File: config.mk
export PLATFORM = sky130hd
export DESIGN_NAME = l1_l2_arbiter
export DESIGN_NICKNAME = d
export VERILOG_FILES = /design/src/design/cache_pkg.sv /design/src/design/l1_l2_arbiter.sv
export SDC_FILE = /design/constraint.sdc
export NUM_CORES = 1
export LEC_CHECK = 0
export ABC_AREA = 1
export BUFFER_PORTS_ARGS = -buffer_cell sky130_fd_sc_hd__buf_2
export CORE_AREA = 2 2 136 138
export DETAILED_ROUTE_END_ITERATION = 10
export DIE_AREA = 0 0 138 140
export SLEW_MARGIN = 15
export SYNTH_ARGS = -nofsm -noshare
export SYNTH_HDL_FRONTEND = slang
export SYNTH_SLANG_ARGS = --single-unit
File: constraint.sdc
create_clock -name clk -period 1.8 [get_ports clk]
set_input_delay 0.36 -clock clk [delete_from_list [all_inputs] [get_ports clk]]
set_output_delay 0.36 -clock clk [all_outputs]
set_load 0.005 [all_outputs]
File: src/design/cache_pkg.sv
// address, word and line types plus field widths shared by the cache hierarchy
package cache_pkg;

    localparam int ADDR_BITS      = 32;
    localparam int WORD_BITS      = 32;
    localparam int WORDS_PER_LINE = 4;
    localparam int LINE_BITS      = WORDS_PER_LINE * WORD_BITS;

    // byte offset inside a line
    localparam int OFFSET_BITS    = 4;

    // word select, the upper part of the byte offset
    localparam int WORD_SEL_BITS  = $clog2(WORDS_PER_LINE);

    localparam int LINE_ADDR_BITS = ADDR_BITS - OFFSET_BITS;

    typedef logic [ADDR_BITS-1:0] addr_t;

    typedef logic [WORD_BITS-1:0] word_t;

    // word 0 sits in the low bits
    typedef logic [LINE_BITS-1:0] line_t;

    // byte address without the offset, exchanged between the levels
    typedef logic [LINE_ADDR_BITS-1:0] line_addr_t;

endpackage
File: src/design/l1_l2_arbiter.sv
// arbiter merging the instruction and data L1 request streams onto the L2 port
module l1_l2_arbiter (
    input  logic                  clk,
    input  logic                  arst_n_i,
    input  logic                  i_rd_i,
    input  cache_pkg::line_addr_t i_addr_i,
    output logic                  i_rdy_o,
    input  logic                  d_rd_i,
    input  logic                  d_wr_i,
    input  cache_pkg::line_addr_t d_addr_i,
    input  cache_pkg::line_t      d_wdata_i,
    output logic                  d_rdy_o,
    output logic                  rd_o,
    output logic                  wr_o,
    output cache_pkg::line_addr_t addr_o,
    output cache_pkg::line_t      wdata_o,
    input  logic                  rdy_i
);
    logic d_req;
    logic busy_q;
    logic gnt_d_q;
    logic sel_d;

    assign d_req = d_rd_i || d_wr_i;

    // an open transfer keeps its owner, a fresh one goes to D first
    assign sel_d = busy_q ? gnt_d_q : d_req;

    assign rd_o    = sel_d ? d_rd_i : i_rd_i;
    assign wr_o    = sel_d && d_wr_i;
    assign addr_o  = sel_d ? d_addr_i : i_addr_i;
    assign wdata_o = d_wdata_i;
    assign d_rdy_o = rdy_i && sel_d;
    assign i_rdy_o = rdy_i && !sel_d;

    always_ff @(posedge clk or negedge arst_n_i) begin
        if (!arst_n_i) begin
            busy_q  <= 1'b0;
            gnt_d_q <= 1'b0;
        end else if (rdy_i) begin
            busy_q <= 1'b0;
        end else if (!busy_q && (rd_o || wr_o)) begin
            busy_q  <= 1'b1;
            gnt_d_q <= sel_d;
        end
    end

    // ready reaches exactly one side, and that side still holds its request
    a_rdy_owner: assert property (@(posedge clk) disable iff (!arst_n_i)
        !(i_rdy_o && d_rdy_o) && (!i_rdy_o || i_rd_i) && (!d_rdy_o || d_req))
        else $error("l1_l2_arbiter: ready routed to the wrong L1");

endmodule

==> out/metrics.sh <==
CHIPWIDTH_UM=138
POSTSYNTHAREAPERCELL_UM2=6.01
YOSYS.AREA_SHARE.SIMPLE=0.261
DOMINANTREGCELLSYNTH='sky130_fd_sc_hd__dfrtp_1'
DETAILED_PLACE_HPWL_UM=4830
FINAL_PERIOD_MINUS_WORST_SETUP_SLACK_NS=1.80
CP_DATA_ARRIVAL_TIME_NS=1.44
POST_SYNTH_XOR_AREA_FRACTION=0
POST-SYNTH-TOP-AREA-FRACTION=0.655
VIAS=1277
SYNTH_COMPOUND_GATE_AREA_SHARE=0.00341
POST-ROUTE-CELL-AREA_UM2=1570
SETUP.WORST_PATH.CLASS='reg2out'
POWER_mW=1.05
GLOBALROUTETOTALUTIL=0.0563
TIMING.CRITICAL_PATH.TO_TYPE='output pin'
LAYOUT-DRIVE-GT1-SHARE=0.621
LAYOUT_NET_COUNT=411
WORSTPATHREQUIRED_NS=1.44
DIE_AREA_UM2=19300
DIE-HEIGHT_UM=140
WORST_SLEW_SLACK_AS_A_FRACTION_OF_ITS_LIMIT=0.894
ANT_NETS=0
DETAIL_ROUTE.ITER0.VIOLATIONS=30
CRIT_PATH_CELL_TRACE='inv_1 > nand2_2 > nand2_2 > nand2_4 > clkinv_8 > clkbuf_16 > nand2_2 > nand2_1 > buf_2'
MAX_CAP_VIOL_COUNT=0
NUMPORTBUFFERS=93
POWER-PER-CELL-AREA_nW_PER_UM2=669
CP_SLOWEST_STAGE_DELAY_NS=0.37
MAX_CLOCK_FREQ_GHz=0.555
WORSTSETUPSTARTPOINTTYPE='flop'
NUM_IO_PINS=350
GR-TOTAL-OVERFLOW=0
INITIAL_UTILIZATION=0.0825
FLOW.AREA_GROWTH_FROM_SYNTHESIS_PCT=6.82
SYNTHESIS.AREA_UM2=1470
TIMING.CRITICAL_PATH.FANOUT_MAX=6
ANTENNA_FOUND_INITIAL=0
NETLIST.TOP_CELL.BY_AREA='sky130_fd_sc_hd__buf_4'
YS.WARNINGS.COUNT=0
SYNTH_MOST_COMMON_CELL='sky130_fd_sc_hd__buf_4'
SYNTH_SEQ_AREA_SHARE=0.0341
LARGEST_NET_DEGREE_AT_THE_START_OF_GLOBAL_ROUTING=17
POST_SYNTH_MUX_AREA_SHARE=0
CLOCK_INSERTION_DELAY_WORST_SKEW_NS=0.22
VIAS_PER_CELL=2.85
FINALCRITPERIODSHARE=1.00
CTS_MAX_PATH_BUFFERS=2
SYNTH-SEQ-CELLS=2
CTS_ROOT_BUFFER='sky130_fd_sc_hd__clkbuf_16'
SYNTH_COMMON_CELLS='128 x sky130_fd_sc_hd__buf_4, 93 x sky130_fd_sc_hd__nand2_1, 6 x sky130_fd_sc_hd__inv_1'
FINAL.HOLD.WORST_SLACK_NS=0.466
SYNTH_ENABLE_FLOP_CELLS=0
CRITICAL_PATH.N_BUFFERS_INVERTERS=4
CPMAXSTAGEDELAYCELL='sky130_fd_sc_hd__dfrtp_1'
TIMING.FINAL.HOLD_VIOLATIONS=0
WL_UM=6270
CORE_AREA_UM2=17800
COMBINATIONAL_FAMILY_WITH_THE_MOST_AREA_AFTER_SYNTHESIS='buffers and inverters'
PRE_CTS_SLACK_NS=0.141
NUMCLOCKSINKS=2
OUTCOME='finished with violations'
PATH_COMMON_CELL='sky130_fd_sc_hd__nand2_2'
TOTAL_LEAKAGE_POWER_nW=0.889
POST_SYNTHESIS_NET_COUNT=434
TOP_POST_SYNTHESIS_CELLS_BY_AREA='sky130_fd_sc_hd__buf_4 65%, sky130_fd_sc_hd__nand2_1 24%, sky130_fd_sc_hd__dfrtp_1 3.4%'
FINAL.SETUP_SKEW_NS=0.00351
HTREE_NUM_LEVELS=1
ANTENNA-DIODE-COUNT=0
VIAS_IN_THE_FIRST_GLOBAL_ROUTE=1228
FIN_SETUP_TNS_NS=-0.00522
FILLER_CELL_COUNT=2107
CRITPATHTOPFAMILY='buffers and inverters'
DRC_ERRORS_LEFT=0
PLACE_AREA_UM2=1270
WORSTHOLDPATHTYPE='in2async'
TRITONCTS.NUM_BUFFERS=3
TIMING.FINAL.MAX_SLEW_VIOLATIONS=0
ASYNC_FLOP_SHARE=1.00
VIOLATIONS_IN_THE_FINAL_REPORTS='setup timing'
VDD_IR_DROP_MAX_uV=230
ROUTE.DETAILED.WL_PER_INST_UM=14.0
CTS_TREE='done'
POSTLAYOUTSETUPSLACKWORST_NS=-0.00279
PLACEMENTROWS=49
GRT_SETUP_UNREPAIRED='yes'
COUNT_OF_MAPPED_CELLS_OUT_OF_SYNTHESIS=244
CTS.CLK_SLEW.WORST_PATHS_NS=0.03
GRT_PASS1_WL_UM=7780
TIGHTEST_SLEW_NS=0.158
GPL.FINAL_WEIGHTED_CONGESTION=0.612
SETUP_VIOLATIONS=2
YOSYS.AREA_SHARE.ADDER=0
DRT-PASS1-ITER-COUNT=3
NUMBER_OF_DISTINCT_LIBRARY_CELL_VARIANTS_IN_THE_GATE_LEVEL_NETLIST_AFTER_SYNTHESIS=11
-- registers in the layout (all words and copies together) (netlist names) --
signal,flops
gnt_d_q,1
busy_q,1
-- cells in the final DEF (no fill, tap or decap), drive strengths merged --
master	Yosys	layout
nor2	3	3
clkbuf	0	5
buf	134	103
dfrtp	2	2
dlygate4sd3	0	1
nand2	95	95
inv	7	6
o21ai	1	1
nand3	2	2
clkinv	0	1
-- power by group --
part	internal [mW]	leakage (nW)	total, mW	switching, mW
clock	0.283	0.0370	0.341	0.0575
combinational	0.314	0.828	0.647	0.333
sequential	0.0544	0.0239	0.0606	0.00623
total	0.652	0.889	1.05	0.397
-- final timing paths --
check                               from    endpoint  slack (ns)  cells after the start
min in group clk                   rdy_i     gnt_d_q        0.47                      4
worst min-delay path            arst_n_i     gnt_d_q        0.47                      2
worst max register to register    busy_q      busy_q        0.59                      8
worst min register to register   gnt_d_q     gnt_d_q        0.50                      2
worst max-delay path              busy_q  addr_o[27]      -0.003                      9
max in group asynchronous       arst_n_i      busy_q        1.23                      2
-- kinds of logic (layout without fill, tap and decap cells) --
| logic type | count (synthesis) | count (layout) |
|---|---|---|
| buffers and inverters | 141 | 116 |
| AO/OA/AOI/OAI | 1 | 1 |
| AND/OR/NAND/NOR | 100 | 100 |
| flip-flops | 2 | 2 |
-- worst reg2reg max path, cell delays in order (launching register included) --
cell,delay (ns)
sky130_fd_sc_hd__dfrtp_1,0.37
sky130_fd_sc_hd__inv_1,0.07
sky130_fd_sc_hd__nand2_2,0.07
sky130_fd_sc_hd__nand2_2,0.08
sky130_fd_sc_hd__buf_4,0.13
sky130_fd_sc_hd__nand2_1,0.06
sky130_fd_sc_hd__nand2_1,0.09
sky130_fd_sc_hd__o21ai_0,0.17
sky130_fd_sc_hd__inv_1,0.06
-- cell type report --
class	instances	area, um^2	share of cell area
inverters	7	38.8	0.0247
repair buffers	106	644	0.411
well taps	229	287	0.183
clock buffers	3	75.1	0.0479
multi-input cells	101	473	0.302
flip-flops and latches	2	50.0	0.0319
-- layer usage --
layer | wire [um] | track usage | vias to the layer above
met1 | 1650 | 0.0397 | 496
li1 | - | - | 548
met3 | 1030 | 0.0397 | 86
met5 | 0 | 0 | -
met2 | 2970 | 0.0930 | 147
met4 | 621 | 0.0623 | 0
-- metrics by stage --
step / util / std cells
floorplan: - / 244
global placement: 0.0716 / 438
detailed placement: 0.0716 / 438
CTS: 0.0796 / 444
global route: 0.0882 / 448
finish: 0.0882 / 448
-- repair_timing --
item                                   in CTS  in global routing
setup endpoints to repair                  17                 29
endpoints found under the hold margin       2                  0
buffers inserted                            1                  2
gates resized for setup                     8                 30
cloned                                      1                  2
pin swaps                                   1                  3
hold buffers                                1                  0
(Power assumes the default switching activity.)
