[src/design/cache_pkg.sv]
// address, word and line types plus field widths shared by the cache hierarchy
package cache_pkg;

    localparam int ADDR_BITS      = 32;
    localparam int WORD_BITS      = 32;
    localparam int WORDS_PER_LINE = 4;
    localparam int LINE_BITS      = WORDS_PER_LINE * WORD_BITS;

    // byte offset inside a line
    localparam int OFFSET_BITS    = 4;

    // word select, the upper part of the byte offset
    localparam int WORD_SEL_BITS  = $clog2(WORDS_PER_LINE);

    localparam int LINE_ADDR_BITS = ADDR_BITS - OFFSET_BITS;

    typedef logic [ADDR_BITS-1:0] addr_t;

    typedef logic [WORD_BITS-1:0] word_t;

    // word 0 sits in the low bits
    typedef logic [LINE_BITS-1:0] line_t;

    // byte address without the offset, exchanged between the levels
    typedef logic [LINE_ADDR_BITS-1:0] line_addr_t;

endpackage
[src/design/l1_icache.sv]
// direct-mapped read-only instruction L1 with line refill from L2
module l1_icache #(
    parameter int L1_SETS = 8
) (
    input  logic                  clk,
    input  logic                  arst_n_i,
    input  cache_pkg::addr_t      addr_i,
    input  logic                  rd_i,
    output logic                  stall_o,
    output cache_pkg::word_t      rdata_o,
    output logic                  l2_rd_o,
    output cache_pkg::line_addr_t l2_addr_o,
    input  cache_pkg::line_t      l2_rdata_i,
    input  logic                  l2_rdy_i,
    output logic                  miss_o
);
    import cache_pkg::*;

    localparam int IDX_BITS = $clog2(L1_SETS);
    localparam int TAG_BITS = LINE_ADDR_BITS - IDX_BITS;

    logic [L1_SETS-1:0]       valid_q;
    logic [TAG_BITS-1:0]      tags_q [L1_SETS];
    line_t                    lines_q [L1_SETS];
    line_addr_t               line_addr;
    logic [IDX_BITS-1:0]      idx;
    logic [TAG_BITS-1:0]      tag;
    logic [WORD_SEL_BITS-1:0] word_sel;
    logic                     hit;
    logic                     req_q;

    assign line_addr = addr_i[ADDR_BITS-1:OFFSET_BITS];
    assign idx       = line_addr[IDX_BITS-1:0];
    assign tag       = line_addr[LINE_ADDR_BITS-1:IDX_BITS];
    assign word_sel  = addr_i[OFFSET_BITS-1:OFFSET_BITS-WORD_SEL_BITS];
    assign hit       = valid_q[idx] && (tags_q[idx] == tag);

    assign stall_o   = rd_i && !hit;
    assign rdata_o   = lines_q[idx][word_sel*WORD_BITS +: WORD_BITS];

    // the core holds the address, so the miss itself is the request level
    assign l2_rd_o   = stall_o;
    assign l2_addr_o = line_addr;
    assign miss_o    = l2_rd_o && !req_q;

    always_ff @(posedge clk or negedge arst_n_i) begin
        if (!arst_n_i) begin
            valid_q <= '0;
            req_q   <= 1'b0;
        end else begin
            req_q <= l2_rd_o && !l2_rdy_i;
            if (l2_rd_o && l2_rdy_i) begin
                valid_q[idx] <= 1'b1;
            end
        end
    end

    always_ff @(posedge clk) begin
        if (l2_rd_o && l2_rdy_i) begin
            tags_q[idx]  <= tag;
            lines_q[idx] <= l2_rdata_i;
        end
    end

    // refill request survives until L2 answers
    a_rd_held: assert property (@(posedge clk) disable iff (!arst_n_i)
        l2_rd_o && !l2_rdy_i |=> l2_rd_o)
        else $error("l1_icache: l2_rd_o dropped before l2_rdy_i");

endmodule

[config.mk]
export PLATFORM = sky130hd
export DESIGN_NAME = l1_icache
export DESIGN_NICKNAME = d
export VERILOG_FILES = /design/src/design/cache_pkg.sv /design/src/design/l1_icache.sv
export SDC_FILE = /design/constraint.sdc
export NUM_CORES = 1
export LEC_CHECK = 0
export ABC_AREA = 1
export BUFFER_PORTS_ARGS = -buffer_cell sky130_fd_sc_hd__buf_2
export CORE_MARGIN = 2
export CORE_UTILIZATION = 45
export DETAILED_ROUTE_END_ITERATION = 6
export SLEW_MARGIN = 20
export SYNTH_ARGS = -nofsm -noshare
export SYNTH_HDL_FRONTEND = slang
export SYNTH_SLANG_ARGS = --single-unit
[constraint.sdc]
create_clock -name clk -period 6.6 [get_ports clk]
set_input_delay 0.66 -clock clk [delete_from_list [all_inputs] [get_ports clk]]
set_output_delay 0.66 -clock clk [all_outputs]
set_load 0.005 [all_outputs]
==> results.txt, run 1 <==
status -> completed
hold_buf cts -> 1
syn_nets -> 3522
Die X -> 328.8 um
Avg Cell Area, Syn -> 14.14 um2
Max stage delay cell, worst path -> nor2_4
top post-synthesis cells by area -> edfxtp_1, nand2_1, inv_1
via count -> 27980
sequential area share after synthesis -> 77.89%
share of cells above drive strength 1 -> 13.53%
Final nets -> 3754
Hold WC Path Type -> in -> reg
post-detail-place hpwl -> 66.26 mm
cells on worst reg2reg path -> 14
CP Launch Type -> primary input
Wirelength per Cell -> 24.41 um
CP Class -> in -> out
#FFs+latches synth -> 1233
total CTS buffers -> 131
fmax -> 221.8 MHz
Critical Path Sink Type -> output port
Post-Route WL -> 124.1 mm
FP Rows -> 119
drc violations -> 0
Starting DRT DRC Count -> 2632
Multi-input gate area -> 8312 um2
Sw Share -> 21.55%
power share of the clock group -> 41.7%
Pleak -> 19.29 nW
Max Cap Viol -> 0
WP depth -> 11
Starting Density -> 45.23%
Worst Hold Slack -> 0.1774 ns
Ports -> 227
cts repair resizes -> 0
area grow syn2layout -> 14.28%
post-synth top area cell -> edfxtp_1
GRT overflow -> 0
WP buf/inv -> 3
first-pass GRT wire length -> 181.0 mm
Worst-Margin Slew -> 1.074 ns
internal power -> 12.97 mW
Via-to-Cell Ratio -> 5.503
power share of the sequential group -> 53.3%
Port Buffers -> 224
cell depth of the worst hold path -> 1
final hold vios -> 0
fill count -> 8738
Core Area -> 105000 um2
# Post-CTS Setup Buffers -> 0
Netlist cell types -> 40
GP Congestion -> 0.7680
Storage cell area -> 36980 um2
EDFF count, synth -> 1224
clk_lat worst skew -> 0.75 ns
most common cell in the netlist -> edfxtp_1
share of the synthesized area in the top cell type -> 77.42%
warning count from the yosys run -> 0
initial antenna violation count -> 44
Slowest Stage Delay on Critical Path -> 0.76 ns
Gate Count Post-Synth -> 3358
Fin Setup TNS -> 0 ns
Max FO, Critical Path -> 46
total track usage -> 23.06%
Crit path max-delay family -> simple AND/OR/NAND/NOR gates
clock sinks -> 1233
die height -> 328.8 um
CTS Buffer Depth -> 3
Slew HR -> 27.49%
RSZ-0062 raised after global routing -> no
CTS Root Cell -> clkbuf_16
most frequent CP cell -> nand2_1
Post-Syn Area -> 47480 um2
Async SR Flop Fraction -> 0.7299%
ANT nets after route -> 0
Clock Skew -> 0.03377 ns
Worst-path clk slew -> 0.06 ns
vias in the first global route -> 27220
pwr/cell area -> 304.7 nW/um2
H-tree levels -> 4
Synth Flop Type -> edfxtp_1
pin count of the biggest net entering global routing -> 125
DR pass1 iterations -> 5
Arr. time, crit path -> 3.85 ns
crit-path cells -> buf_2, nand2_1, nor2_4, buf_12, nand2_1, nand2_1, a21oi_1, nand4_1, o311ai_0, nand2_1, buf_2
most frequent cells after synthesis -> edfxtp_1, nand2_1, inv_1
VDD IR max -> 0.2151 mV
final setup vio count -> 0
CTS tree -> built
critical path required time -> 5.94 ns
Slew Limit Fails -> 0
combinational power share -> 5.1%
Net Switching -> 3.563 mW
final worst-path cycle share -> 68.31%
flop2flop setup slack -> 3.38 ns
die area -> 108100 um2
Final min period -> 4.508 ns
cells in the final DEF, fill, tap and decap left out, types with 7 or more instances in the layout:
cell type and n:
o21bai_1 8, buf_12 22, diode_2 12, edfxtp_1 1224, a21oi_1 75, a221oi_1 111, o2bb2ai_1 8, nand3_1 107
dfrtp_1 9, o211ai_1 53, nor3_1 11, buf_4 48, a32o_1 8, inv_8 8, buf_2 222, clkinv_8 7
nand2_1 714, clkinv_2 11, nand4_1 109, inv_1 311, clkbuf_16 136, a211oi_1 14, or2_2 16, clkinv_1 20
clkbuf_1 41, o21ai_0 59, o2111a_1 16, a22o_1 64, a22oi_1 36, nor2_1 159
worst register-to-register path, cell delays in order (launching register included):
cell	delay, ns
edfxtp_1	0.37
inv_1	0.06
nand2_1	0.04
nand3_1	0.13
nand2_1	0.08
nor3_1	0.29
nor2_1	0.08
nand2_1	0.07
nor2_1	0.03
nand2_1	0.11
nor2_1	0.07
nand2_2	0.17
nand4_1	0.27
inv_8	0.64
buf_4	0.45
final cells by class:
cell class	instances	area share (%)
Tap cell	1391	3.208
Sequential cell	1233	68.16
Clock buffer	179	6.607
Inverter	326	2.382
Multi-Input combinational cell	1605	15.32
Clock inverter	45	0.7264
Timing Repair Buffer	293	3.542
Antenna cell	12	0.05535
per-layer routing:
| layer | vias to the layer above | track usage, % | share of wire (%) | routed length (um) |
|---|---|---|---|---|
| li1 | 12730 | - | - | - |
| met1 | 13980 | 31.02 | 42 | 51630 |
| met2 | 980 | 37.33 | 48 | 59470 |
| met3 | 268 | 4.848 | 7.5 | 9359 |
| met4 | 26 | 7.991 | 2.8 | 3468 |
| met5 | - | 0 | 0.13 | 162 |
sequential cells by signal (all words and copies together) (netlist names):
signal and cells:
lines_q 1024, tags_q 200, valid_q 8, req_q 1
kinds of logic (layout without fill, tap and decap cells):
| family | Yosys count | after routing | share of synthesized area, % |
|---|---|---|---|
| buffers and inverters | 520 | 843 | 4.675 |
| AND/OR/NAND/NOR | 1132 | 1132 | 10.00 |
| AO/OA/AOI/OAI | 473 | 473 | 7.429 |
| other | 0 | 12 | 0 |
| flip-flops | 1233 | 1233 | 77.89 |
path summary, 6_finish.rpt:
check                                         from                         to
setup / recovery                         addr_i[5]                rdata_o[22]
hold / removal                     l2_rdata_i[117]  lines_q[1][117]$_DFFE_PP_
setup reg to reg           tags_q[1][13]$_DFFE_PP_  lines_q[6][103]$_DFFE_PP_
hold reg to reg             valid_q[4]$_DFFE_PN0P_     valid_q[4]$_DFFE_PN0P_
max in group asynchronous                 arst_n_i     valid_q[1]$_DFFE_PN0P_
min in group asynchronous                 arst_n_i            req_q$_DFF_PN0_
metrics by stage:
step,util [%],power [mW],instances,setup slack (ns),area (um2)
after floorplan,-,9.405,3358,1.166,47480
after global placement,47.86,9.797,4847,1.865,50240
after detailed placement,47.86,9.812,4847,1.855,50240
after CTS,51.66,16.64,5072,2.033,54230
after global routing,51.68,17.02,5079,1.925,54240
final,51.69,16.53,5084,2.092,54260
power by group through the flow:
stage | Combinational (mW) | Clock [mW] | Sequential, mW
final | 0.839 | 6.89 | 8.80
after global routing | 0.923 | 7.29 | 8.81
after CTS | 0.847 | 6.99 | 8.80
after detailed placement | 0.845 | 0 | 8.97
after global placement | 0.835 | 0 | 8.96
after floorplan | 0.428 | 0 | 8.98
No activity file was read; power rests on OpenSTA's default activity.
==> inputs of run 2 (changes only) <==
clock period = 4.25 ns   (was 6.6 ns; I/O delays follow)
==> results.txt, run 2 (synthesis gave the netlist of run 1 again) <==
RSZ-0062 raised after global routing -> no
Fin Setup TNS -> 0 ns
Non-Filler Instances -> 5274
via count -> 28940
total track usage -> 23.03%
power share of the sequential group -> 53.0%
GP Congestion -> 0.7641
internal power -> 20.22 mW
Critical Path Sink Type -> output port
Die X -> 328.8 um
clk_lat worst skew -> 0.74 ns
power share of the clock group -> 41.2%
CP Class -> in -> out
Port Buffers -> 224
Slew HR -> 33.62%
Largest Register -> lines_q
vias in the first global route -> 27770
Starting Density -> 45.23%
Worst-Margin Slew -> 0.9957 ns
Ports -> 227
DR pass1 iterations -> 5
combinational power share -> 5.8%
share of cells above drive strength 1 -> 14.62%
Net Switching -> 5.575 mW
Post-Route WL -> 124.7 mm
drc violations -> 0
CTS tree -> built
Final nets -> 3947
Final Util -> 53.78%
Starting DRT DRC Count -> 2716
die height -> 328.8 um
cts repair resizes -> 0
Largest regs -> lines_q: 1024 flops, tags_q: 200 flops, valid_q: 8 flops
commonest cells after routing, fill and taps aside -> edfxtp_1, nand2_1, inv_1, buf_2, nor2_1
CP Launch Type -> primary input
Worst-path clk slew -> 0.05 ns
clock sinks -> 1233
final worst-path cycle share -> 85.85%
area grow syn2layout -> 18.91%
Pleak -> 20.21 nW
final setup vio count -> 0
total CTS buffers -> 130
Via-to-Cell Ratio -> 5.487
die area -> 108100 um2
fmax -> 274.1 MHz
first-pass GRT wire length -> 182.6 mm
Worst Hold Slack -> 0.02975 ns
Clock Skew -> 0.03487 ns
CTS Root Cell -> clkbuf_16
Max Cap Viol -> 0
final hold vios -> 0
GRT overflow -> 0
initial antenna violation count -> 11
H-tree levels -> 4
Sw Share -> 21.62%
# Post-CTS Setup Buffers -> 0
Arr. time, crit path -> 3.22 ns
ANT nets after route -> 0
cell depth of the worst hold path -> 1
status -> completed
Slew Limit Fails -> 0
# placed instances -> 4910
pin count of the biggest net entering global routing -> 96
max reg flops -> 1024
FP Rows -> 119
VDD IR max -> 0.3478 mV
Final min period -> 3.649 ns
Max FO, Critical Path -> 30
post-detail-place hpwl -> 71.75 mm
fill count -> 8604
Core Area -> 105000 um2
pwr/cell area -> 456.9 nW/um2
CTS Buffer Depth -> 3
most common cell after layout, fill and taps aside -> edfxtp_1
critical path required time -> 3.83 ns
cells on worst reg2reg path -> 14
Hold WC Path Type -> in -> reg
Wirelength per Cell -> 23.64 um
-- run 2: layer usage --
layer / part of all wire [%] / up-vias / global-route usage, % / wire length [um]
li1: - / 13110 / - / -
met4: 2.3 / 14 / 6.452 / 2819
met5: 0.079 / - / 0 / 99
met1: 43 / 14610 / 32.19 / 53650
met2: 47 / 1006 / 36.98 / 59210
met3: 7.2 / 197 / 4.396 / 8923
-- run 2: worst max-delay path, cell delays in order --
cell and delay (ns):
buf_2 0.34, nand2_1 0.28, buf_4 0.24, nor2_4 0.62
buf_12 0.31, a22o_1 0.17, nor3_1 0.08, o21ai_0 0.49
buf_2 0.22
-- run 2: cell type report --
type,instances,area (um2),area share [%]
diodes,6,15.01,0.02660
clock buffers,163,3472,6.150
clock inverters,63,508.0,0.8998
inverters,326,1265,2.241
multi-input cells,1605,8317,14.73
flip-flops and latches,1233,36980,65.51
well taps,1391,1740,3.083
repair buffers,487,4156,7.363
-- run 2: through the flow --
step | instance area, um2 | setup WS, ns | total power, mW
2_1_floorplan | 47580 | -0.2048 | 14.61
3_3_place_gp | 51140 | 0.3997 | 15.28
3_5_place_dp | 51140 | 0.4382 | 15.30
4_1_cts | 56440 | 0.6250 | 25.97
5_1_grt | 56450 | 0.4430 | 26.56
6_report | 56450 | 0.6013 | 25.79
-- run 2: what timing repair did --
| item | 4_1_cts | 5_1_grt |
|---|---|---|
| endpoints found under the setup margin | 0 | 0 |
| endpoints found under the hold margin | 1041 | 0 |
| hold buffers | 132 | 0 |
-- run 2: path summary, 6_finish.rpt --
check / startpoint / endpoint / slack, ns
setup / recovery: addr_i[5] / rdata_o[21] / 0.60
hold / removal: addr_i[11] / tags_q[4][4]$_DFFE_PP_ / 0.03
setup reg to reg: tags_q[3][12]$_DFFE_PP_ / lines_q[0][26]$_DFFE_PP_ / 1.29
hold reg to reg: valid_q[4]$_DFFE_PN0P_ / valid_q[4]$_DFFE_PN0P_ / 0.44
max in group asynchronous: arst_n_i / valid_q[5]$_DFFE_PN0P_ / 3.88
min in group asynchronous: arst_n_i / req_q$_DFF_PN0_ / 0.12
-- run 2: power by group through the flow --
stage               Combinational [mW]  Sequential [mW]  Clock (mW)
finish                            1.49             13.7        10.6
CTS                               1.50             13.7        10.8
global placement                  1.36             13.9           0
global route                      1.62             13.7        11.3
floorplan                        0.673             13.9           0
detailed placement                1.38             13.9           0
