File: src/design/cache_pkg.sv
// address, word and line types plus field widths shared by the cache hierarchy
package cache_pkg;

    localparam int ADDR_BITS      = 32;
    localparam int WORD_BITS      = 32;
    localparam int WORDS_PER_LINE = 4;
    localparam int LINE_BITS      = WORDS_PER_LINE * WORD_BITS;

    // byte offset inside a line
    localparam int OFFSET_BITS    = 4;

    // word select, the upper part of the byte offset
    localparam int WORD_SEL_BITS  = $clog2(WORDS_PER_LINE);

    localparam int LINE_ADDR_BITS = ADDR_BITS - OFFSET_BITS;

    typedef logic [ADDR_BITS-1:0] addr_t;

    typedef logic [WORD_BITS-1:0] word_t;

    // word 0 sits in the low bits
    typedef logic [LINE_BITS-1:0] line_t;

    // byte address without the offset, exchanged between the levels
    typedef logic [LINE_ADDR_BITS-1:0] line_addr_t;

endpackage
File: src/design/l2_cache.sv
// direct-mapped write-back unified L2 with memory writeback and line refill
module l2_cache #(
    parameter int L2_SETS = 32
) (
    input  logic                  clk,
    input  logic                  arst_n_i,
    input  logic                  rd_i,
    input  logic                  wr_i,
    input  cache_pkg::line_addr_t addr_i,
    input  cache_pkg::line_t      wdata_i,
    output cache_pkg::line_t      rdata_o,
    output logic                  rdy_o,
    output logic                  mem_rd_o,
    output logic                  mem_wr_o,
    output cache_pkg::line_addr_t mem_addr_o,
    output cache_pkg::line_t      mem_wdata_o,
    input  cache_pkg::line_t      mem_rdata_i,
    input  logic                  mem_ready_i,
    output logic                  miss_o
);
    import cache_pkg::*;

    localparam int IDX_BITS = $clog2(L2_SETS);
    localparam int TAG_BITS = LINE_ADDR_BITS - IDX_BITS;

    typedef enum logic [2:0] {S_IDLE, S_LOOKUP, S_RESP, S_WB, S_FILL} state_e;

    state_e              state_q;
    state_e              state_d;
    logic [L2_SETS-1:0]  valid_q;
    logic [L2_SETS-1:0]  dirty_q;
    logic [TAG_BITS-1:0] tags_q [L2_SETS];
    line_t               lines_q [L2_SETS];
    logic [IDX_BITS-1:0] idx;
    logic [TAG_BITS-1:0] tag;
    logic                hit;
    logic                victim_dirty;
    logic                store_wr;
    logic                fill_done;

    assign idx          = addr_i[IDX_BITS-1:0];
    assign tag          = addr_i[LINE_ADDR_BITS-1:IDX_BITS];
    assign hit          = valid_q[idx] && (tags_q[idx] == tag);
    assign victim_dirty = valid_q[idx] && dirty_q[idx] && !hit;

    // a write carries the whole line, so it allocates once the victim is clean
    assign store_wr  = wr_i && (((state_q == S_LOOKUP) && !victim_dirty) ||
                                ((state_q == S_WB) && mem_ready_i));
    assign fill_done = (state_q == S_FILL) && mem_ready_i;

    assign rdy_o       = (state_q == S_RESP);
    assign rdata_o     = lines_q[idx];
    assign miss_o      = (state_q == S_LOOKUP) && !hit;
    assign mem_wr_o    = (state_q == S_WB);
    assign mem_rd_o    = (state_q == S_FILL);
    assign mem_addr_o  = mem_wr_o ? {tags_q[idx], idx} : addr_i;
    assign mem_wdata_o = lines_q[idx];

    always_comb begin
        state_d = state_q;
        case (state_q)
            S_IDLE: begin
                if (rd_i || wr_i) begin
                    state_d = S_LOOKUP;
                end
            end
            S_LOOKUP: begin
                if (victim_dirty) begin
                    state_d = S_WB;
                end else if (hit || wr_i) begin
                    state_d = S_RESP;
                end else begin
                    state_d = S_FILL;
                end
            end
            S_WB: begin
                if (mem_ready_i) begin
                    state_d = wr_i ? S_RESP : S_FILL;
                end
            end
            S_FILL: begin
                if (mem_ready_i) begin
                    state_d = S_RESP;
                end
            end
            default: state_d = S_IDLE;
        endcase
    end

    always_ff @(posedge clk or negedge arst_n_i) begin
        if (!arst_n_i) begin
            state_q <= S_IDLE;
            valid_q <= '0;
            dirty_q <= '0;
        end else begin
            state_q <= state_d;
            if (store_wr || fill_done) begin
                valid_q[idx] <= 1'b1;
                dirty_q[idx] <= store_wr;
            end
        end
    end

    always_ff @(posedge clk) begin
        if (store_wr || fill_done) begin
            tags_q[idx]  <= tag;
            lines_q[idx] <= store_wr ? wdata_i : mem_rdata_i;
        end
    end

    // memory traffic serves an open L1 request and never reads with a write
    a_mem_excl: assert property (@(posedge clk) disable iff (!arst_n_i)
        !(mem_rd_o && mem_wr_o) && (!(mem_rd_o || mem_wr_o) || rd_i || wr_i))
        else $error("l2_cache: bad memory access");

    // the L1 side keeps its request up until the ready pulse
    a_req_to_rdy: assert property (@(posedge clk) disable iff (!arst_n_i)
        rdy_o |-> (rd_i || wr_i))
        else $error("l2_cache: request dropped before rdy_o");

endmodule

File: config.mk
export PLATFORM = sky130hd
export DESIGN_NAME = l2_cache
export DESIGN_NICKNAME = d
export VERILOG_FILES = /design/src/design/cache_pkg.sv /design/src/design/l2_cache.sv
export SDC_FILE = /design/constraint.sdc
export NUM_CORES = 2
export LEC_CHECK = 0
export BUFFER_PORTS_ARGS = -buffer_cell sky130_fd_sc_hd__buf_2
export CAP_MARGIN = 10
export CORE_UTILIZATION = 56
export CTS_CLUSTER_SIZE = 28
export DETAILED_ROUTE_END_ITERATION = 8
export PLACE_DENSITY = 0.76
export SKIP_CTS_REPAIR_TIMING = 1
export SLEW_MARGIN = 20
export SYNTH_ARGS = -nofsm -noshare
export SYNTH_HDL_FRONTEND = slang
export SYNTH_MEMORY_MAX_BITS = 65536
export SYNTH_SLANG_ARGS = --single-unit
File: constraint.sdc
create_clock -name clk -period 11 [get_ports clk]
set_input_delay 2.2 -clock clk [delete_from_list [all_inputs] [get_ports clk]]
set_output_delay 2.2 -clock clk [all_outputs]
set_load 0.05 [all_outputs]
==> report_table.html <==
<table>
<tr><th>Metric</th><th>Value</th></tr>
<tr><th colspan="2">Power</th></tr>
<tr><td>Internal portion of total power</td><td>31.4 mW</td></tr>
<tr><td>Proportion of total power due to net switching</td><td>a little under a quarter</td></tr>
<tr><td>Pwr/cell area</td><td>~200 mW/mm^2</td></tr>
<tr><td>Clock power frac</td><td>38.5%</td></tr>
<tr><td>Leakage</td><td>approximately 67 nW</td></tr>
<tr><td>Peak supply drop</td><td>between 0.15 and 0.2 mV</td></tr>
<tr><td>Post-route total power</td><td>between 40 and 50 mW</td></tr>
<tr><td>Net switching power of the design</td><td>slightly below 10 mW</td></tr>
<tr><td>Sequential Power Share</td><td>52.7%</td></tr>
<tr><td>Power share of the combinational group</td><td>8.8%</td></tr>
<tr><th colspan="2">Placement</th></tr>
<tr><td>Area post-placement</td><td>roughly 0.20 sq mm</td></tr>
<tr><td>Number of port buffers</td><td>around 580</td></tr>
<tr><td>Routability-driven placement congestion ratio</td><td>roughly 0.84</td></tr>
<tr><td>DPL Wire Length</td><td>around 240 mm</td></tr>
<tr><td>Pre-CTS setup slack</td><td>between 1.5 and 2 ns</td></tr>
<tr><th colspan="2">GRT</th></tr>
<tr><td>Overflow left after global routing</td><td>0</td></tr>
<tr><td>Pin count of the biggest net entering global routing</td><td>between 150 and 200</td></tr>
<tr><td>Global routing usage summed across all routing layers</td><td>30.0%</td></tr>
<tr><td>First-pass GRT wire length</td><td>between 700 and 800 mm</td></tr>
<tr><td>Via count of the first global-routing pass</td><td>around 96,000</td></tr>
<tr><td>Met3 global-route usage</td><td>approximately 5.8%</td></tr>
<tr><td>GR Util met1</td><td>between 40% and 50%</td></tr>
<tr><td>Number of antenna violations at the first check in global routing</td><td>16</td></tr>
<tr><td>Met2 usage in global routing</td><td>a little under half</td></tr>
<tr><td>Busiest layer in global routing</td><td>met2</td></tr>
<tr><th colspan="2">Worst setup path</th></tr>
<tr><td>Cell-by-cell trace of the critical path</td><td>buf_12 &gt; buf_4 &gt; mux2i_1 &gt; o22ai_1 &gt; nor4_1 &gt; a21o_1 &gt; nand4_1 &gt; nor4_4 &gt; inv_1 &gt; o21ai_0 &gt; inv_1 &gt; buf_2</td></tr>
<tr><td>Type of element launching the critical path</td><td>primary input</td></tr>
<tr><td>Worst Setup Path Type</td><td>primary input to output port</td></tr>
<tr><td>Largest incremental delay on the critical path</td><td>0.87 ns</td></tr>
<tr><td>Kind of end point of the critical path</td><td>output port</td></tr>
<tr><td>Arrival time reported for the critical path endpoint</td><td>7.48 ns</td></tr>
<tr><td>Cell mode on critical path</td><td>sky130_fd_sc_hd__inv_1</td></tr>
<tr><td>Worst reg2reg path startpoint</td><td>tags_q[18][0]</td></tr>
<tr><td>Max stage delay cell, worst path</td><td>sky130_fd_sc_hd__nor4_4</td></tr>
<tr><td>Critical Path Start</td><td>addr_i[1]</td></tr>
<tr><td>Critical Path Fanout Max</td><td>129</td></tr>
<tr><td>Number of cells traversed by the worst register-to-register path</td><td>11</td></tr>
<tr><td>Critical path data required time</td><td>a little under 9 ns</td></tr>
<tr><th colspan="2">Timing</th></tr>
<tr><td>Highest achievable clock rate</td><td>a little over 0.1 GHz</td></tr>
<tr><td>Final period util</td><td>around nine tenths</td></tr>
<tr><td>Slew at the pin closest to its max-slew limit</td><td>1.34 ns</td></tr>
<tr><td>Worst Setup Slack, final</td><td>between 1 and 1.5 ns</td></tr>
<tr><td>Setup repair after global routing missed its margin</td><td>false</td></tr>
<tr><td>Setup clock skew after layout</td><td>0.0739 ns</td></tr>
<tr><td>Number of hold violations in the final report</td><td>0</td></tr>
<tr><td>Post-route worst hold slack</td><td>approximately 0.47 ns</td></tr>
<tr><td>Final Max Tran Viols</td><td>0</td></tr>
<tr><td>Headroom to the max-slew limit</td><td>about 11%</td></tr>
<tr><td>Crit path time final</td><td>approximately 9.7 ns</td></tr>
<tr><td>Total negative setup slack</td><td>0 ns</td></tr>
<tr><td>Count of endpoints failing setup in the final report</td><td>0</td></tr>
<tr><th colspan="2">Logic synthesis</th></tr>
<tr><td>Share of synthesized area occupied by flip-flops and latches</td><td>around four fifths</td></tr>
<tr><td>Number of enable flip-flop cells after synthesis</td><td>4,832</td></tr>
<tr><td>Post-synthesis cell type count</td><td>47</td></tr>
<tr><td>Post-Syn Nets</td><td>between 8,000 and 9,000</td></tr>
<tr><td>Async SR Flop Fraction</td><td>approximately 1.4%</td></tr>
<tr><td>Count of state elements after synthesis</td><td>4,899</td></tr>
<tr><td>Mapped Area</td><td>0.187 sq mm</td></tr>
<tr><td>Count of mapped cells out of synthesis</td><td>about 8,300</td></tr>
<tr><td>Synthesized area per cell</td><td>approximately 23 sq um</td></tr>
<tr><td>Dominant register cell in the synthesized netlist</td><td>sky130_fd_sc_hd__edfxtp_1</td></tr>
<tr><td>Warnings, synthesis</td><td>0</td></tr>
<tr><th colspan="2">Layout</th></tr>
<tr><td>Leading cell type in the layout, fill and taps excluded</td><td>sky130_fd_sc_hd__edfxtp_1</td></tr>
<tr><td>Area growth from synthesis to layout</td><td>12.4%</td></tr>
<tr><td>Cell area after layout</td><td>0.210 sq mm</td></tr>
<tr><td>Fillcell total</td><td>between 20,000 and 25,000</td></tr>
<tr><td>Top library cells by usage in the layout, fill and taps aside</td><td>sky130_fd_sc_hd__edfxtp_1 (4,832), sky130_fd_sc_hd__mux4_2 (1,040), sky130_fd_sc_hd__buf_2 (574)</td></tr>
<tr><td>Final layout net count</td><td>~9,200</td></tr>
<tr><td>Share of post-route cells with drive strength above 1</td><td>around 29%</td></tr>
<tr><th colspan="2">Route</th></tr>
<tr><td>Routed len/inst</td><td>37.3 microns</td></tr>
<tr><td>Post-DR vias/cell</td><td>approximately 7.0</td></tr>
<tr><td>Number of nets still failing antenna checks after routing</td><td>0</td></tr>
<tr><td>Total number of vias</td><td>around 96,000</td></tr>
<tr><td>Number of violations reported at the end of detailed-routing iteration 0</td><td>approximately 16,000</td></tr>
<tr><td>Iteration count of the initial detailed-routing pass</td><td>7</td></tr>
<tr><td>Wirelength, routed</td><td>511 mm</td></tr>
<tr><td>Final routed DRC violation total</td><td>0</td></tr>
<tr><th colspan="2">Job</th></tr>
<tr><td>Max Cap Violations</td><td>0</td></tr>
<tr><th colspan="2">CTS</th></tr>
<tr><td>TritonCTS Sinks</td><td>roughly 5,000</td></tr>
<tr><td>Root buffer cell</td><td>sky130_fd_sc_hd__clkbuf_16</td></tr>
<tr><td>CTS clock-pin slew for the worst setup and hold paths</td><td>0.06 ns</td></tr>
<tr><td>Number of CTS-inserted buffers</td><td>around 460</td></tr>
<tr><td>Max clock buf depth</td><td>4</td></tr>
<tr><td>TritonCTS clock tree</td><td>built</td></tr>
<tr><td>Clock latency on the worst-skew pair</td><td>1.01 ns</td></tr>
<tr><td>Number of levels the H-tree was split into</td><td>5</td></tr>
<tr><th colspan="2">Status</th></tr>
<tr><td>Result of the run</td><td>completed</td></tr>
<tr><th colspan="2">Floorplanning</th></tr>
<tr><td>Area of the placeable core</td><td>0.331 sq mm</td></tr>
<tr><td>Row count</td><td>approximately 210</td></tr>
<tr><td>Starting Density</td><td>a little under three fifths</td></tr>
<tr><td>Boundary pin count</td><td>~580</td></tr>
<tr><td>Width of the die</td><td>between 500 and 600 microns</td></tr>
<tr><td>Die outline area</td><td>approximately 0.34 sq mm</td></tr>
<tr><td>Overall die height</td><td>about 580 microns</td></tr>
<tr><th colspan="2">Hold path</th></tr>
<tr><td>Worst hold path class</td><td>flip-flop to flip-flop</td></tr>
<tr><td>Count of cells along the worst hold path</td><td>1</td></tr>
<tr><td>Hold wc startpoint</td><td>valid_q[30]</td></tr>
</table>
## logic make-up (layout without fill, tap and decap cells)
group                  Yosys count  count (layout)  share of synthesized area [%]
AO/OA/AOI/OAI                  857             857                           3.19
buffers and inverters          643            1676                           1.75
flip-flops                    4899            4899                           78.4
multiplexers                  1536            1536                           15.4
other                            0              12                              0
AND/OR/NAND/NOR                364             364                           1.22
## synth_stat cells, types with 15 or more instances
| master | number | area (sq um) |
|---|---|---|
| sky130_fd_sc_hd__a22oi_1 | 521 | 3910 |
| sky130_fd_sc_hd__mux2_2 | 50 | 563 |
| sky130_fd_sc_hd__mux4_2 | 1040 | 23400 |
| sky130_fd_sc_hd__clkbuf_1 | 285 | 1070 |
| sky130_fd_sc_hd__o21ai_0 | 55 | 275 |
| sky130_fd_sc_hd__a21oi_1 | 20 | 100 |
| sky130_fd_sc_hd__nor2_1 | 25 | 93.8 |
| sky130_fd_sc_hd__edfxtp_1 | 4832 | 145000 |
| sky130_fd_sc_hd__buf_6 | 28 | 315 |
| sky130_fd_sc_hd__nand2_1 | 41 | 154 |
| sky130_fd_sc_hd__mux2i_1 | 368 | 3680 |
| sky130_fd_sc_hd__buf_2 | 47 | 235 |
| sky130_fd_sc_hd__nand4_1 | 167 | 1040 |
| sky130_fd_sc_hd__or3_1 | 16 | 100 |
| sky130_fd_sc_hd__or2_2 | 18 | 113 |
| sky130_fd_sc_hd__dfrtp_1 | 67 | 1680 |
| sky130_fd_sc_hd__buf_4 | 157 | 1180 |
| sky130_fd_sc_hd__inv_1 | 37 | 139 |
| sky130_fd_sc_hd__buf_1 | 88 | 330 |
| sky130_fd_sc_hd__or4_1 | 35 | 263 |
| sky130_fd_sc_hd__mux2_4 | 78 | 1170 |
| sky130_fd_sc_hd__o22ai_1 | 203 | 1270 |
| sky130_fd_sc_hd__o21bai_1 | 15 | 113 |
## per-layer routing
layer  up-vias  wire length [microns]
met5         -                     25
met4         4                  20900
met3      1262                  66900
met2      8004                 244000
met1     50228                 179000
li1      36764                      -
## sequential cells by signal, summed over array words and instances (netlist names)
register	count
dirty_q	32
lines_q	4096
tags_q	736
state_q	3
valid_q	32
## through the flow
| step | util, % | cells |
|---|---|---|
| detailed placement | 59.0 | 12845 |
| CTS | 63.5 | 13698 |
| finish | 63.5 | 13710 |
| global placement | 58.9 | 12839 |
| floorplan | - | 8299 |
| global route | 63.5 | 13701 |
## critical path, delay by kind of cell
family / cells / cell delay (ns)
simple gates: 3 / 1.88
buf+inv: 5 / 1.69
compound gates: 3 / 1.09
mux: 1 / 0.34
## final cells by class
cell class,instances,area (sq um),share of cell area [%]
multi-input combinational,2757,37500,17.8
sequential,4899,147000,69.8
inverter,38,143,0.0678
clock inverter,288,2810,1.33
tap,4366,5460,2.60
clock buffer,565,12100,5.74
antenna,12,30.0,0.0143
timing repair buffer,785,5550,2.64
## power groups by stage
stage	sequential, mW	clock, mW	combinational (mW)
3_3_place_gp	22.0	0	3.46
3_5_place_dp	22.0	0	3.59
4_1_cts	21.6	15.8	3.62
6_report	21.6	15.8	3.62
2_1_floorplan	22.0	0	2.43
5_1_grt	21.7	16.5	3.79
## worst paths after layout
check / slack [ns] / end
worst max-delay path: 1.32 / miss_o
worst min-delay path: 0.47 / valid_q[30]
worst max register to register: 5.19 / lines_q[13][105]
worst min register to register: 0.47 / valid_q[30]
max in group asynchronous: 8.85 / valid_q[11]
min in group asynchronous: 1.46 / state_q[0]
No activity file was read; power rests on OpenSTA's default activity.
